$ cat config.mk
export PLATFORM = sky130hd
export DESIGN_NAME = alu_top
export DESIGN_NICKNAME = d
export VERILOG_FILES = /design/src/source/alu_pkg.sv /design/src/source/alu_decode.sv /design/src/source/alu_int.sv /design/src/source/alu_multiplier.sv /design/src/source/alu_divider.sv /design/src/source/alu_result.sv /design/src/source/alu_top.sv
export SDC_FILE = /design/constraint.sdc
export NUM_CORES = 2
export LEC_CHECK = 0
export BUFFER_PORTS_ARGS = -buffer_cell sky130_fd_sc_hd__buf_4
export CORE_ASPECT_RATIO = 2
export CORE_MARGIN = 1.5
export CORE_UTILIZATION = 29
export CTS_CLUSTER_DIAMETER = 40
export CTS_CLUSTER_SIZE = 24
export DETAILED_ROUTE_END_ITERATION = 6
export HOLD_SLACK_MARGIN = 0.06
export PLACE_DENSITY = 0.46
export SETUP_SLACK_MARGIN = 0.02
export SYNTH_ARGS = -nofsm -noshare
export SYNTH_HDL_FRONTEND = slang
export SYNTH_SLANG_ARGS = --single-unit
$ cat constraint.sdc
create_clock -name clk -period 6.8 [get_ports clk]
set_input_delay 0.68 -clock clk [delete_from_list [all_inputs] [get_ports clk]]
set_output_delay 0.68 -clock clk [all_outputs]
set_load 0.02 [all_outputs]
$ cat src/source/alu_pkg.sv
`default_nettype none

package alu_pkg;

  // operand and result width, fixed by the W forms
  typedef logic [63:0] xlen_t;
  typedef logic [31:0] word_t;

  // one-hot operation selector
  typedef logic [33:0] alu_sel_t;

  // simple operations
  localparam int sel_add    = 0;
  localparam int sel_addw   = 1;
  localparam int sel_sub    = 2;
  localparam int sel_subw   = 3;
  localparam int sel_slt    = 4;
  localparam int sel_sltu   = 5;
  localparam int sel_and    = 6;
  localparam int sel_or     = 7;
  localparam int sel_xor    = 8;
  localparam int sel_sll    = 9;
  localparam int sel_slli   = 10;
  localparam int sel_slliw  = 11;
  localparam int sel_sllw   = 12;
  localparam int sel_srl    = 13;
  localparam int sel_srli   = 14;
  localparam int sel_srliw  = 15;
  localparam int sel_srlw   = 16;
  localparam int sel_sra    = 17;
  localparam int sel_srai   = 18;
  localparam int sel_sraiw  = 19;
  localparam int sel_sraw   = 20;

  // divide group
  localparam int sel_rem    = 21;
  localparam int sel_remu   = 22;
  localparam int sel_remuw  = 23;
  localparam int sel_remw   = 24;
  localparam int sel_div    = 25;
  localparam int sel_divu   = 26;
  localparam int sel_divuw  = 27;
  localparam int sel_divw   = 28;

  // multiply group
  localparam int sel_mul    = 29;
  localparam int sel_mulh   = 30;
  localparam int sel_mulhsu = 31;
  localparam int sel_mulhu  = 32;
  localparam int sel_mulw   = 33;

  typedef enum logic [1:0] {
    unit_int,
    unit_mul,
    unit_div
  } unit_e;

  typedef struct packed {
    logic     valid;
    alu_sel_t sel;
    unit_e    unit;
    xlen_t    op_1;
    xlen_t    op_2;
  } issue_t;

  typedef struct packed {
    logic  done;
    xlen_t data;
  } unit_result_t;

  // W-form results are sign-extended from bit 31
  function automatic xlen_t sext_word(input word_t w);
    return {{32{w[31]}}, w};
  endfunction

endpackage

`default_nettype wire

$ cat src/source/alu_decode.sv
`default_nettype none

module alu_decode (
  input  logic              clk,
  input  logic              rst,
  input  logic              in_valid,
  input  alu_pkg::alu_sel_t alu_sel,
  input  alu_pkg::xlen_t    op_1,
  input  alu_pkg::xlen_t    op_2,
  output alu_pkg::issue_t   issue
);

  alu_pkg::unit_e unit_sel;
  logic           is_div;
  logic           is_mul;

  // unit comes from the selector bit groups
  assign is_div = |alu_sel[alu_pkg::sel_divw:alu_pkg::sel_rem];
  assign is_mul = |alu_sel[alu_pkg::sel_mulw:alu_pkg::sel_mul];

  always_comb begin
    unit_sel = alu_pkg::unit_int;
    if (is_div) begin
      unit_sel = alu_pkg::unit_div;
    end
    if (is_mul) begin
      unit_sel = alu_pkg::unit_mul;
    end
  end

  // valid is a single-cycle pulse per operation
  always_ff @(posedge clk) begin
    if (rst) begin
      issue.valid <= 1'b0;
    end else begin
      issue.valid <= in_valid;
    end
  end

  // operation payload, loaded only on a new operation
  always_ff @(posedge clk) begin
    if (in_valid) begin
      issue.sel  <= alu_sel;
      issue.unit <= unit_sel;
      issue.op_1 <= op_1;
      issue.op_2 <= op_2;
    end
  end

  // every strobe names exactly one operation
  a_sel_onehot: assert property (
    @(posedge clk) disable iff (rst)
    in_valid |-> $onehot(alu_sel)
  ) else $error("alu_sel not one-hot with in_valid");

  // the sender has to see alu_stall before issuing behind a long op
  a_no_issue_behind_long: assert property (
    @(posedge clk) disable iff (rst)
    in_valid |-> !(issue.valid && issue.unit != alu_pkg::unit_int)
  ) else $error("in_valid while a multiply or divide sits in issue");

endmodule

`default_nettype wire

$ cat src/source/alu_int.sv
`default_nettype none

module alu_int (
  input  alu_pkg::issue_t       issue,
  output alu_pkg::unit_result_t res
);

  alu_pkg::alu_sel_t sel;
  alu_pkg::xlen_t    op_1;
  alu_pkg::xlen_t    op_2;
  alu_pkg::xlen_t    op_2_in;
  alu_pkg::xlen_t    sum;
  alu_pkg::xlen_t    srl_in;
  alu_pkg::xlen_t    sra_in;
  alu_pkg::xlen_t    sll_out;
  alu_pkg::xlen_t    srl_out;
  alu_pkg::xlen_t    sra_out;
  alu_pkg::xlen_t    data;
  logic              sub_op;
  logic              wide_shift;
  logic              lt_s;
  logic              lt_u;
  logic [5:0]        shamt;

  assign sel  = issue.sel;
  assign op_1 = issue.op_1;
  assign op_2 = issue.op_2;

  // one adder, two's complement for the subtracting ops
  assign sub_op  = sel[alu_pkg::sel_sub] | sel[alu_pkg::sel_subw] |
                   sel[alu_pkg::sel_slt] | sel[alu_pkg::sel_sltu];
  assign op_2_in = sub_op ? ~op_2 : op_2;
  assign sum     = op_1 + op_2_in + {63'b0, sub_op};

  // compare from the sign bits and the difference
  assign lt_s = (op_1[63] & ~op_2[63]) | ((op_1[63] == op_2[63]) & sum[63]);
  assign lt_u = (~op_1[63] & op_2[63]) | ((op_1[63] == op_2[63]) & sum[63]);

  // bit 5 of the amount only for the 64-bit shifts
  assign wide_shift = sel[alu_pkg::sel_sll] | sel[alu_pkg::sel_slli] |
                      sel[alu_pkg::sel_srl] | sel[alu_pkg::sel_srli] |
                      sel[alu_pkg::sel_sra] | sel[alu_pkg::sel_srai];
  assign shamt = {wide_shift & op_2[5], op_2[4:0]};

  // W right shifts see a 32-bit operand in the low half
  assign srl_in = (sel[alu_pkg::sel_srliw] | sel[alu_pkg::sel_srlw]) ?
                  {32'b0, op_1[31:0]} : op_1;
  assign sra_in = (sel[alu_pkg::sel_sraiw] | sel[alu_pkg::sel_sraw]) ?
                  {{32{op_1[31]}}, op_1[31:0]} : op_1;

  assign sll_out = op_1 << shamt;
  assign srl_out = srl_in >> shamt;
  assign sra_out = $signed(sra_in) >>> shamt;

  always_comb begin
    data = '0;
    case (1'b1)
      sel[alu_pkg::sel_add], sel[alu_pkg::sel_sub]:   data = sum;
      sel[alu_pkg::sel_addw], sel[alu_pkg::sel_subw]: data = alu_pkg::sext_word(sum[31:0]);
      sel[alu_pkg::sel_slt]:                          data = {63'b0, lt_s};
      sel[alu_pkg::sel_sltu]:                         data = {63'b0, lt_u};
      sel[alu_pkg::sel_and]:                          data = op_1 & op_2;
      sel[alu_pkg::sel_or]:                           data = op_1 | op_2;
      sel[alu_pkg::sel_xor]:                          data = op_1 ^ op_2;
      sel[alu_pkg::sel_sll], sel[alu_pkg::sel_slli]:  data = sll_out;
      sel[alu_pkg::sel_slliw], sel[alu_pkg::sel_sllw]:
        data = alu_pkg::sext_word(sll_out[31:0]);
      sel[alu_pkg::sel_srl], sel[alu_pkg::sel_srli]:  data = srl_out;
      sel[alu_pkg::sel_srliw], sel[alu_pkg::sel_srlw]:
        data = alu_pkg::sext_word(srl_out[31:0]);
      sel[alu_pkg::sel_sra], sel[alu_pkg::sel_srai]:  data = sra_out;
      sel[alu_pkg::sel_sraiw], sel[alu_pkg::sel_sraw]:
        data = alu_pkg::sext_word(sra_out[31:0]);
      default: data = '0;
    endcase
  end

  assign res.done = issue.valid && (issue.unit == alu_pkg::unit_int);
  assign res.data = data;

endmodule

`default_nettype wire

$ cat src/source/alu_multiplier.sv
`default_nettype none

module alu_multiplier #(
  parameter int mul_step = 1
) (
  input  logic                  clk,
  input  logic                  rst,
  input  alu_pkg::issue_t       issue,
  output logic                  busy,
  output alu_pkg::unit_result_t res
);

  localparam int steps = 64 / mul_step;

  typedef enum logic [1:0] {
    idle,
    run,
    fix
  } state_e;

  state_e              state;
  logic [6:0]          count;
  logic                start;
  logic                a_signed;
  logic                b_signed;
  logic                neg_a;
  logic                neg_b;
  alu_pkg::xlen_t      mag_a;
  alu_pkg::xlen_t      mag_b;
  logic [127:0]        mcand;
  alu_pkg::xlen_t      mplier;
  logic [127:0]        prod;
  logic [127:0]        acc;
  logic [127:0]        prod_fix;
  logic                neg;
  logic                hi_half;
  logic                word;

  assign start = issue.valid && (issue.unit == alu_pkg::unit_mul);

  // mulhu is unsigned on both sides, mulhsu only on op_2
  assign a_signed = ~issue.sel[alu_pkg::sel_mulhu];
  assign b_signed = issue.sel[alu_pkg::sel_mul] | issue.sel[alu_pkg::sel_mulh] |
                    issue.sel[alu_pkg::sel_mulw];
  assign neg_a = a_signed & issue.op_1[63];
  assign neg_b = b_signed & issue.op_2[63];
  assign mag_a = neg_a ? -issue.op_1 : issue.op_1;
  assign mag_b = neg_b ? -issue.op_2 : issue.op_2;

  // mul_step partial products per cycle
  always_comb begin
    acc = prod;
    for (int i = 0; i < mul_step; i++) begin
      if (mplier[i]) begin
        acc = acc + (mcand << i);
      end
    end
  end

  always_ff @(posedge clk) begin
    if (rst) begin
      state <= idle;
      count <= '0;
    end else begin
      case (state)
        idle: begin
          count <= '0;
          if (start) begin
            state <= run;
          end
        end
        run: begin
          count <= count + 7'd1;
          if (count == 7'(steps - 1)) begin
            state <= fix;
          end
        end
        default: state <= idle;
      endcase
    end
  end

  always_ff @(posedge clk) begin
    case (state)
      idle: begin
        if (start) begin
          mcand   <= {64'b0, mag_a};
          mplier  <= mag_b;
          prod    <= '0;
          neg     <= neg_a ^ neg_b;
          hi_half <= issue.sel[alu_pkg::sel_mulh] | issue.sel[alu_pkg::sel_mulhsu] |
                     issue.sel[alu_pkg::sel_mulhu];
          word    <= issue.sel[alu_pkg::sel_mulw];
        end
      end
      run: begin
        prod   <= acc;
        mcand  <= mcand << mul_step;
        mplier <= mplier >> mul_step;
      end
      default: ;
    endcase
  end

  // sign back on, then pick the half
  assign prod_fix = neg ? -prod : prod;

  assign busy     = (state != idle);
  assign res.done = (state == fix);
  assign res.data = word    ? alu_pkg::sext_word(prod_fix[31:0]) :
                    hi_half ? prod_fix[127:64] : prod_fix[63:0];

  a_step_divides: assert property (
    @(posedge clk) disable iff (rst)
    (64 % mul_step) == 0
  ) else $error("mul_step must divide 64");

endmodule

`default_nettype wire

$ cat src/source/alu_divider.sv
`default_nettype none

module alu_divider (
  input  logic                  clk,
  input  logic                  rst,
  input  alu_pkg::issue_t       issue,
  output logic                  busy,
  output alu_pkg::unit_result_t res
);

  typedef enum logic [1:0] {
    idle,
    run,
    fix
  } state_e;

  state_e         state;
  logic [5:0]     count;
  logic           start;
  logic           uns;
  logic           word_op;
  logic           rem_op;
  logic           neg_a;
  logic           neg_b;
  logic           zero_div;
  alu_pkg::xlen_t dvnd_ext;
  alu_pkg::xlen_t dvsr_ext;
  alu_pkg::xlen_t mag_a;
  alu_pkg::xlen_t mag_b;
  alu_pkg::xlen_t remd;
  alu_pkg::xlen_t quot;
  alu_pkg::xlen_t dvsr;
  logic [64:0]    shifted;
  logic [64:0]    diff;
  logic           neg_q;
  logic           neg_r;
  logic           is_rem;
  logic           word;
  alu_pkg::xlen_t q_out;
  alu_pkg::xlen_t r_out;
  alu_pkg::xlen_t pick;

  assign start = issue.valid && (issue.unit == alu_pkg::unit_div);

  assign uns = issue.sel[alu_pkg::sel_remu] | issue.sel[alu_pkg::sel_remuw] |
               issue.sel[alu_pkg::sel_divu] | issue.sel[alu_pkg::sel_divuw];
  assign word_op = issue.sel[alu_pkg::sel_remuw] | issue.sel[alu_pkg::sel_remw] |
                   issue.sel[alu_pkg::sel_divuw] | issue.sel[alu_pkg::sel_divw];
  assign rem_op = ~(issue.sel[alu_pkg::sel_div] | issue.sel[alu_pkg::sel_divu] |
                    issue.sel[alu_pkg::sel_divuw] | issue.sel[alu_pkg::sel_divw]);

  // W forms divide the extended low words
  assign dvnd_ext = !word_op ? issue.op_1 :
                    uns ? {32'b0, issue.op_1[31:0]} : alu_pkg::sext_word(issue.op_1[31:0]);
  assign dvsr_ext = !word_op ? issue.op_2 :
                    uns ? {32'b0, issue.op_2[31:0]} : alu_pkg::sext_word(issue.op_2[31:0]);

  assign neg_a    = ~uns & dvnd_ext[63];
  assign neg_b    = ~uns & dvsr_ext[63];
  assign mag_a    = neg_a ? -dvnd_ext : dvnd_ext;
  assign mag_b    = neg_b ? -dvsr_ext : dvsr_ext;
  assign zero_div = (dvsr_ext == '0);

  // one restoring step: shift in the next dividend bit, try subtract
  assign shifted = {remd, quot[63]};
  assign diff    = shifted - {1'b0, dvsr};

  always_ff @(posedge clk) begin
    if (rst) begin
      state <= idle;
      count <= '0;
    end else begin
      case (state)
        idle: begin
          count <= '0;
          if (start) begin
            state <= zero_div ? fix : run;
          end
        end
        run: begin
          count <= count + 6'd1;
          if (count == 6'd63) begin
            state <= fix;
          end
        end
        default: state <= idle;
      endcase
    end
  end

  always_ff @(posedge clk) begin
    case (state)
      idle: begin
        if (start) begin
          is_rem <= rem_op;
          word   <= word_op;
          dvsr   <= mag_b;
          if (zero_div) begin
            // quotient all ones, remainder is the dividend
            quot  <= '1;
            remd  <= dvnd_ext;
            neg_q <= 1'b0;
            neg_r <= 1'b0;
          end else begin
            quot  <= mag_a;
            remd  <= '0;
            neg_q <= neg_a ^ neg_b;
            neg_r <= neg_a;
          end
        end
      end
      run: begin
        if (!diff[64]) begin
          remd <= diff[63:0];
          quot <= {quot[62:0], 1'b1};
        end else begin
          remd <= shifted[63:0];
          quot <= {quot[62:0], 1'b0};
        end
      end
      default: ;
    endcase
  end

  // remainder follows the dividend sign
  assign q_out = neg_q ? -quot : quot;
  assign r_out = neg_r ? -remd : remd;
  assign pick  = is_rem ? r_out : q_out;

  assign busy     = (state != idle);
  assign res.done = (state == fix);
  assign res.data = word ? alu_pkg::sext_word(pick[31:0]) : pick;

endmodule

`default_nettype wire

$ cat src/source/alu_result.sv
`default_nettype none

module alu_result (
  input  logic                  clk,
  input  logic                  rst,
  input  alu_pkg::issue_t       issue,
  input  alu_pkg::unit_result_t int_res,
  input  alu_pkg::unit_result_t mul_res,
  input  alu_pkg::unit_result_t div_res,
  input  logic                  mul_busy,
  input  logic                  div_busy,
  input  logic                  lsu_stall,
  output logic                  alu_ok,
  output logic                  alu_stall,
  output alu_pkg::xlen_t        result
);

  logic           done_any;
  logic           free;
  logic           skid_valid;
  alu_pkg::xlen_t skid_data;
  alu_pkg::xlen_t done_data;

  assign done_any  = int_res.done | mul_res.done | div_res.done;
  assign done_data = int_res.done ? int_res.data :
                     mul_res.done ? mul_res.data : div_res.data;

  // output register empty or being taken this cycle
  assign free = !alu_ok || !lsu_stall;

  // spare slot catches the op already in issue when lsu_stall rises
  always_ff @(posedge clk) begin
    if (rst) begin
      alu_ok     <= 1'b0;
      skid_valid <= 1'b0;
    end else if (free) begin
      alu_ok     <= skid_valid | done_any;
      skid_valid <= skid_valid & done_any;
    end else begin
      skid_valid <= skid_valid | done_any;
    end
  end

  always_ff @(posedge clk) begin
    if (free) begin
      if (skid_valid) begin
        result    <= skid_data;
        skid_data <= done_data;
      end else if (done_any) begin
        result <= done_data;
      end
    end else if (done_any) begin
      skid_data <= done_data;
    end
  end

  assign alu_stall = (issue.valid && issue.unit != alu_pkg::unit_int) |
                     mul_busy | div_busy | (alu_ok & lsu_stall);

  a_one_done: assert property (
    @(posedge clk) disable iff (rst)
    $onehot0({int_res.done, mul_res.done, div_res.done})
  ) else $error("more than one unit finished in the same cycle");

  // both slots full and held means a new result would be lost
  a_no_overrun: assert property (
    @(posedge clk) disable iff (rst)
    (done_any && skid_valid) |-> !lsu_stall
  ) else $error("result finished while the held results were not accepted");

endmodule

`default_nettype wire

$ cat src/source/alu_top.sv
`default_nettype none

module alu_top #(
  parameter int mul_step = 1
) (
  input  logic              clk,
  input  logic              rst,
  input  logic              in_valid,
  input  alu_pkg::alu_sel_t alu_sel,
  input  alu_pkg::xlen_t    op_1,
  input  alu_pkg::xlen_t    op_2,
  input  logic              lsu_stall,
  output logic              alu_stall,
  output logic              alu_ok,
  output alu_pkg::xlen_t    result
);

  alu_pkg::issue_t       issue;
  alu_pkg::unit_result_t int_res;
  alu_pkg::unit_result_t mul_res;
  alu_pkg::unit_result_t div_res;
  logic                  mul_busy;
  logic                  div_busy;

  alu_decode alu_decode_i (
    .clk      (clk),
    .rst      (rst),
    .in_valid (in_valid),
    .alu_sel  (alu_sel),
    .op_1     (op_1),
    .op_2     (op_2),
    .issue    (issue)
  );

  alu_int alu_int_i (
    .issue (issue),
    .res   (int_res)
  );

  alu_multiplier #(
    .mul_step (mul_step)
  ) alu_multiplier_i (
    .clk   (clk),
    .rst   (rst),
    .issue (issue),
    .busy  (mul_busy),
    .res   (mul_res)
  );

  alu_divider alu_divider_i (
    .clk   (clk),
    .rst   (rst),
    .issue (issue),
    .busy  (div_busy),
    .res   (div_res)
  );

  alu_result alu_result_i (
    .clk       (clk),
    .rst       (rst),
    .issue     (issue),
    .int_res   (int_res),
    .mul_res   (mul_res),
    .div_res   (div_res),
    .mul_busy  (mul_busy),
    .div_busy  (div_busy),
    .lsu_stall (lsu_stall),
    .alu_ok    (alu_ok),
    .alu_stall (alu_stall),
    .result    (result)
  );

endmodule

`default_nettype wire

# Yosys cells after proc, flatten, opt, wreduce, memory -nomap -nowiden
# Index checks and enable logic that the tools add are counted.
[totals] output_inout_bits=66 in_bits=166 regBits=831 elab_cells=209
[classes] n_mux=63 n_reduce_logical=37 eq_ne=15 addsub=13 shift=3 n_bitwise=52
[ops] cell="$mux 64" count=42
[ops] cell="$mux 128" count=4
[ops] cell="$pmux 128 s2" count=2
[ops] cell="$neg 64->64" count=6
[ops] cell="$pmux 64 s2" count=3
[ops] cell="$add 128x128->128" count=1
[ops] cell="$neg 128->128" count=1
[ops] cell="$sub 65x64->65" count=1
[ops] cell="$add 64x1->64" count=1
[ops] cell="$add 64x64->64" count=1
[ops] cell="$and 64x64->64" count=1
[ops] cell="$logic_not 64->1" count=1
[ops] cell="$not 64->64" count=1
[ops] cell="$or 64x64->64" count=1
[ops] cell="$shl 64x6->64" count=1
[ops] cell="$shr 64x6->64" count=1
[ops] cell="$sshr 64x6->64" count=1
[ops] cell="$xor 64x64->64" count=1
[ops] cell="$or 1x1->1" count=31
[ops] cell="$reduce_and 2->1" count=8
[ops] cell="$reduce_or 2->1" count=8
[ops] cell="$pmux 7 s2" count=1
[ops] cell="$reduce_bool 2->1" count=7
[ops] cell="$mux 2" count=6
[ops] cell="22 further kinds" count=52

# Logic depth before layout (Yosys ltp)
[logic_depth] ltp_word=23 depth_mapped=21 depth_no_buf=16

# Hierarchy
# A second synthesis with hierarchy kept.
[unflattened] cells_unflattened=9559 area_unflattened_um2=81385.6
[by_module_without_submodules] module="alu_multiplier" seq_area_each_um2=9879.5 cells_each=3276 area_each_um2=27576.4 instances=1
[by_module_without_submodules] module="alu_int" seq_area_each_um2=0.0 cells_each=3092 area_each_um2=22666.7 instances=1
[by_module_without_submodules] module="alu_divider" seq_area_each_um2=6045.8 cells_each=2450 area_each_um2=19682.6 instances=1
[by_module_without_submodules] module="alu_result" seq_area_each_um2=3883.7 cells_each=570 area_each_um2=6475.0 instances=1
[by_module_without_submodules] module="alu_decode" seq_area_each_um2=4944.7 cells_each=171 area_each_um2=4984.8 instances=1

# Worst setup path after synthesis
# No wires, ideal clock.
[synth_path] kind="register to register" start="reg alu_decode_i.issue[128] (netlist name)" end="reg alu_divider_i.quot[0], enable pin" t_arrival_ns=6.817 stages_incl_launch_ff=3 slack_ns=-0.675 n_path_buf=0 synth_period_minus_slack_ns=7.475 setup_ns=0.658 t_required_ns=6.142 path_cell_list="edfxtp_1 nand3b_1 a21oi_1"
[synth_via] elab_chain_cells=4
[synth_rtl] element="$eq 2x2->1" line_no="alu_divider.sv:43" source="assign start = issue.valid && (issue.unit == alu_pkg::unit_div);"
[synth_rtl] element="$logic_and 1x1->1" line_no="alu_divider.sv:43"
[synth_rtl] element="$ne 2x1->1 (no source line)"
[synth_rtl] element="$reduce_and 2->1 (no source line)"
[synth_rtl] element="end signal: assignment" line_no="alu_divider.sv:105" source="quot <= mag_a;"
[synth_rtl] element="end signal: assignment" line_no="alu_divider.sv:115" source="quot <= {quot[62:0], 1'b1};"
[synth_rtl] element="end signal: assignment" line_no="alu_divider.sv:118" source="quot <= {quot[62:0], 1'b0};"
[synth_rtl] element="end: declaration" line_no="alu_divider.sv:31" source="alu_pkg::xlen_t quot;"
# Every way passes these cells.
# A chain may end at the register's enable or synchronous reset.

# Worst setup path in the final report
[layout_path] start="reg alu_decode_i.issue[1] (netlist name)" end="reg alu_result_i.result[9], data pin"
[layout_via] elab_chain_cells=17 elab_cells_between_ends=23 classes_between="add/sub (2); shift (3); mux (17); bitwise (1)"
[layout_rtl] element="branches (longest 13 deep; another with $add 64x64->64)"
[layout_rtl] element="$mux 64 (*)" line_no="alu_int.sv:57" source="case (1'b1)"
[layout_rtl] element="$mux 64 (*)" line_no="alu_result.sv:25" source="assign done_data = int_res.done ? int_res.data :"
[layout_rtl] element="via alu_result_i.done_data[9]" line_no="alu_result.sv:22" source="alu_pkg::xlen_t done_data;"
[layout_rtl] element="$mux 64 (*)" line_no="alu_result.sv:49" source="end else if (done_any) begin"
[layout_rtl] element="$mux 64 (*)" line_no="alu_result.sv:46" source="if (skid_valid) begin"
[layout_rtl] element="end signal: assignment" line_no="alu_result.sv:47" source="result <= skid_data;"
[layout_rtl] element="end signal: assignment" line_no="alu_result.sv:50" source="result <= done_data;"
[layout_rtl] element="end: declaration" line_no="alu_result.sv:15" source="output alu_pkg::xlen_t result"
# Mark *: on every way through the listed nets, which the timed path passes. The select of a mux whose other input is x is not followed.

==> results.py <==
metrics = {
    "critical_path": {
        "crit_chain": "buf_4 -> mux4_2 -> mux2_2 -> o21ai_0 -> buf_4 -> mux2i_1 -> a221oi_1 -> buf_4 -> nor3_1 -> o21ai_0 -> buf_4 -> o21ai_0 -> o21ai_0 -> a21oi_1 -> o31a_1 -> buf_12 -> mux2_2",
        "critPathKind": "flop to flop",
        "reg2reg_slack_ns": 0.06,
        "reg2reg_from": "alu_decode_i.issue[1]$_DFFE_PP_",
        "cp.required_ns": 7.40,
        "end_kind": "flop",
        "slowest_delay_ns": 0.98,
        "ff2ff_path_depth": 17,
        "regToRegEndpoint": "alu_result_i.result[9]$_DFFE_PP_",
        "critPathMaxFanout": 17,
        "worst_setup_path_start_kind": "flop",
        "cp_slowest_cell": "edfxtp_1",
        "crit_arrival_ns": 7.34,
    },
    "global_routing": {
        "overflow": 0,
        "grt_usage_pct": 40.45,
        "grt_first_pass_wirelength_microns": 729400,
        "grt_max_degree": 129,
        "antenna_found_initial": 69,
        "grt_pass1_vias": 81080,
    },
    "floorplanning": {
        "dieArea_sq_um": 266700,
        "start_util_pct": 29.13,
        "fp.dieW_microns": 366.0,
        "die_y_microns": 728.9,
        "core_sq_um": 262300,
        "boundaryPins": 232,
        "rows": 266,
    },
    "clocking": {
        "cts_buffer_depth": 4,
        "post_cts_buffers": 0,
        "cts_made_buffers": 155,
        "clock-root-buffer": "clkbuf_16",
        "cts_max_level": 4,
        "cts.sinks": 830,
        "cts_tree": "done",
        "clk_pin_slew_ns": 0.06,
        "insertion_delay_ns": 0.89,
    },
    "synth": {
        "synthTopCellsByCount": "949 x nor2_1, 810 x edfxtp_1, 784 x nand2_1",
        "synth_seq_cells": 830,
        "yosysMostFrequentCell": "nor2_1",
        "synth_top_area_cell": "edfxtp_1",
        "synth.area.top_cells": "edfxtp_1 32%, ha_1 6.4%, xnor2_1 5.9%, o21ai_0 4.8%, a21oi_1 4.7%",
        "synth_area_sq_um": 76410,
        "ys_warn_count": 0,
        "synthDominantCellAreaShare_pct": 31.83,
        "synth_enable_flop_cells": 810,
        "dominantRegCellSynth": "edfxtp_1",
        "yosysUniqueCellTypes": 108,
        "synthCells": 8907,
        "synth_fp_nets": 9469,
        "synthArstFlopShare_pct": 0,
        "syn_area_per_cell_sq_um": 8.578,
        "seq_area_frac_synth_pct": 32.36,
    },
    "run": {
        "cap_viol_max_count": 4,
    },
    "route": {
        "drt_iter0_drc": 8226,
        "vias_per_cell": 6.189,
        "drt-total-wl_microns": 551000,
        "ant_nets": 0,
        "drc_errors": 22,
        "wire_per_inst_microns": 42.31,
        "first_pass_iters": 7,
        "num_vias": 80620,
    },
    "pwr": {
        "p_clk_share_pct": 38.7,
        "seqPwrFrac_pct": 29.4,
        "powerDensity_nw_per_um2": 231.9,
        "pwr-share-comb_pct": 31.9,
        "leakagePower_nw": 34.11,
        "p_sw_share_pct": 39.65,
        "vdd_drop_max_mv": 0.2045,
        "cell_internal_pwr_mw": 12.94,
        "power_switching_mw": 8.500,
    },
    "placement": {
        "dp_cells": 12530,
        "dp_hpwl_microns": 440000,
        "port_buffers": 231,
        "gp_congestion": 1.091,
        "placed_area_sq_um": 85280,
    },
    "worst_hold_path": {
        "min_path_cells": 1,
        "hold_path_class": "primary input to flop",
        "hp-start": "op_2[38]",
        "holdPathEnd": "alu_decode_i.issue[38]$_DFFE_PP_",
    },
    "finish": {
        "final_nets": 9917,
        "fin_cells": 13030,
        "multi_input_area_sq_um": 48480,
        "fillCellCount": 27590,
        "register_area_sq_um": 24720,
        "drive_gt1_share_pct": 15.95,
        "final_core_util_pct": 35.25,
        "fin_area_sq_um": 92450,
        "area_growth_pct": 20.99,
    },
    "sta": {
        "fmax_ghz": 0.1484,
        "slew_viol_final": 16,
        "post-route-period-util_pct": 99.08,
        "slew_headroom_pct": -8.937,
        "clock_skew_ns": 0.09425,
        "fin_crit_ns": 6.737,
        "hold_slack_ns": 0.07074,
        "setup_tns_ns": 0,
        "rsz0062_at_grt": "false",
        "setup_viol": 0,
        "tightest_slew_ns": 1.628,
        "hold_viol": 0,
    },
    "outcome": {
        "violations": "DRC, capacitance limit, slew limit",
        "status": "complete, but fails checks",
    },
}
## final cells by class
type,count,share of cell area [%]
flip-flops and latches,830,26.74
well taps,3484,4.715
diodes,67,0.1814
inverters,303,1.241
clock buffers,162,4.339
multi-input cells,7109,52.44
repair buffers,956,8.935
clock inverters,114,1.408
## cells in the final DEF (no fill, tap or decap), types with 39 or more instances in the layout
cell,n
buf_4,748
nand4_1,107
a211oi_1,116
dlygate4sd3_1,149
xor2_1,246
nand2b_1,57
o211ai_1,93
o21ai_0,708
clkbuf_16,160
xnor2_1,511
o21a_1,60
or3_1,85
buf_12,52
o22ai_1,55
mux4_2,144
nor3_1,203
mux2i_1,141
o41ai_1,43
diode_2,67
a21oi_1,717
inv_1,293
a21o_1,193
edfxtp_1,810
a31oi_1,168
o21bai_1,72
ha_1,393
and3_1,39
or2_2,43
or4_1,50
nor2_1,924
and2_1,98
a221oi_1,48
mux2_2,93
nand2_1,780
o221ai_1,56
nand3_1,160
nor4_1,57
o31ai_1,112
## worst max-delay path: cells and delay by family, from the launching register on
family | cells | cell delay [ns]
AOI/OAI and AO/OA | 7 | 2.90
buffers and inverters | 5 | 1.25
muxes | 4 | 1.24
DFF | 1 | 0.98
and+or+nand+nor | 1 | 0.05
## metrics by stage
| step | total power, mW | setup WS, ns |
|---|---|---|
| after CTS | 21.15 | 0.07234 |
| final | 21.44 | 0.06253 |
| after global routing | 21.82 | 0.03441 |
| after detailed placement | 12.77 | 0.1737 |
| after global placement | 12.80 | -0.9011 |
| after floorplan | 9.507 | 0.3018 |
## worst max-delay path by stage
stage / depth (start not counted) / end / from
6_report: 17 / alu_result_i.result[9]$_DFFE_PP_ / alu_decode_i.issue[1]$_DFFE_PP_
5_1_grt: 17 / alu_result_i.result[43]$_DFFE_PP_ / alu_decode_i.issue[134]$_DFFE_PP_
4_1_cts: 17 / alu_result_i.result[43]$_DFFE_PP_ / alu_decode_i.issue[134]$_DFFE_PP_
3_5_place_dp: 17 / alu_result_i.result[43]$_DFFE_PP_ / alu_decode_i.issue[134]$_DFFE_PP_
3_3_place_gp: 16 / alu_divider_i.remd[3]$_DFFE_PP_ / alu_divider_i.remd[22]$_DFFE_PP_
2_1_floorplan: 4 / alu_result_i.result[0]$_DFFE_PP_ / alu_decode_i.issue[129]$_SDFFCE_PP0P_
## flip-flops by register name, summed over array words and instances (netlist names)
signal	cells
alu_multiplier_i.prod	128
alu_result_i.result	64
alu_divider_i.count	6
alu_result_i.skid_data	64
alu_divider_i.quot	64
alu_result_i.alu_ok	1
alu_divider_i.remd	64
alu_divider_i.neg_q	1
alu_decode_i.issue	164
alu_multiplier_i.neg	1
alu_multiplier_i.mplier	64
alu_result_i.skid_valid	1
alu_multiplier_i.mcand	128
alu_divider_i.dvsr	64
alu_multiplier_i.state	2
alu_divider_i.word	1
alu_divider_i.state	2
alu_multiplier_i.hi_half	1
alu_multiplier_i.word	1
alu_multiplier_i.count	7
alu_divider_i.neg_r	1
alu_divider_i.is_rem	1
## cells by family after synthesis
kind of cell,count (synthesis),synth area share (%)
muxes,381,7.508
and+or+nand+nor,2772,16.84
DFF,830,32.36
buffers and inverters,968,4.908
adders and majority gates,397,6.527
AOI/OAI and AO/OA,2802,23.18
xor gates and xnor gates,757,8.677
## per-layer routing
| layer | wire length, microns | GRT usage [%] | vias up |
|---|---|---|---|
| met5 | 108 | 0.03628 | - |
| met2 | 275400 | 71.02 | 4393 |
| met4 | 86870 | 53.02 | 16 |
| met1 | 158400 | 33.71 | 39850 |
| met3 | 30230 | 8.668 | 2220 |
| li1 | - | - | 34130 |
## power groups by stage
| stage | combinational, mW | clock, mW | sequential, mW |
|---|---|---|---|
| CTS | 6.49 | 8.38 | 6.28 |
| finish | 6.84 | 8.30 | 6.30 |
| global placement | 6.41 | 0 | 6.39 |
| floorplan | 3.30 | 0 | 6.21 |
| global route | 6.97 | 8.55 | 6.31 |
| detailed placement | 6.39 | 0 | 6.39 |
## repair_timing
item                                   in CTS  in global routing
resized for setup                           0                  1
endpoints found under the hold margin     148                  1
setup endpoints to repair                   0                 12
hold buffers                              148                  1
Power figures use the tool's default switching activity.
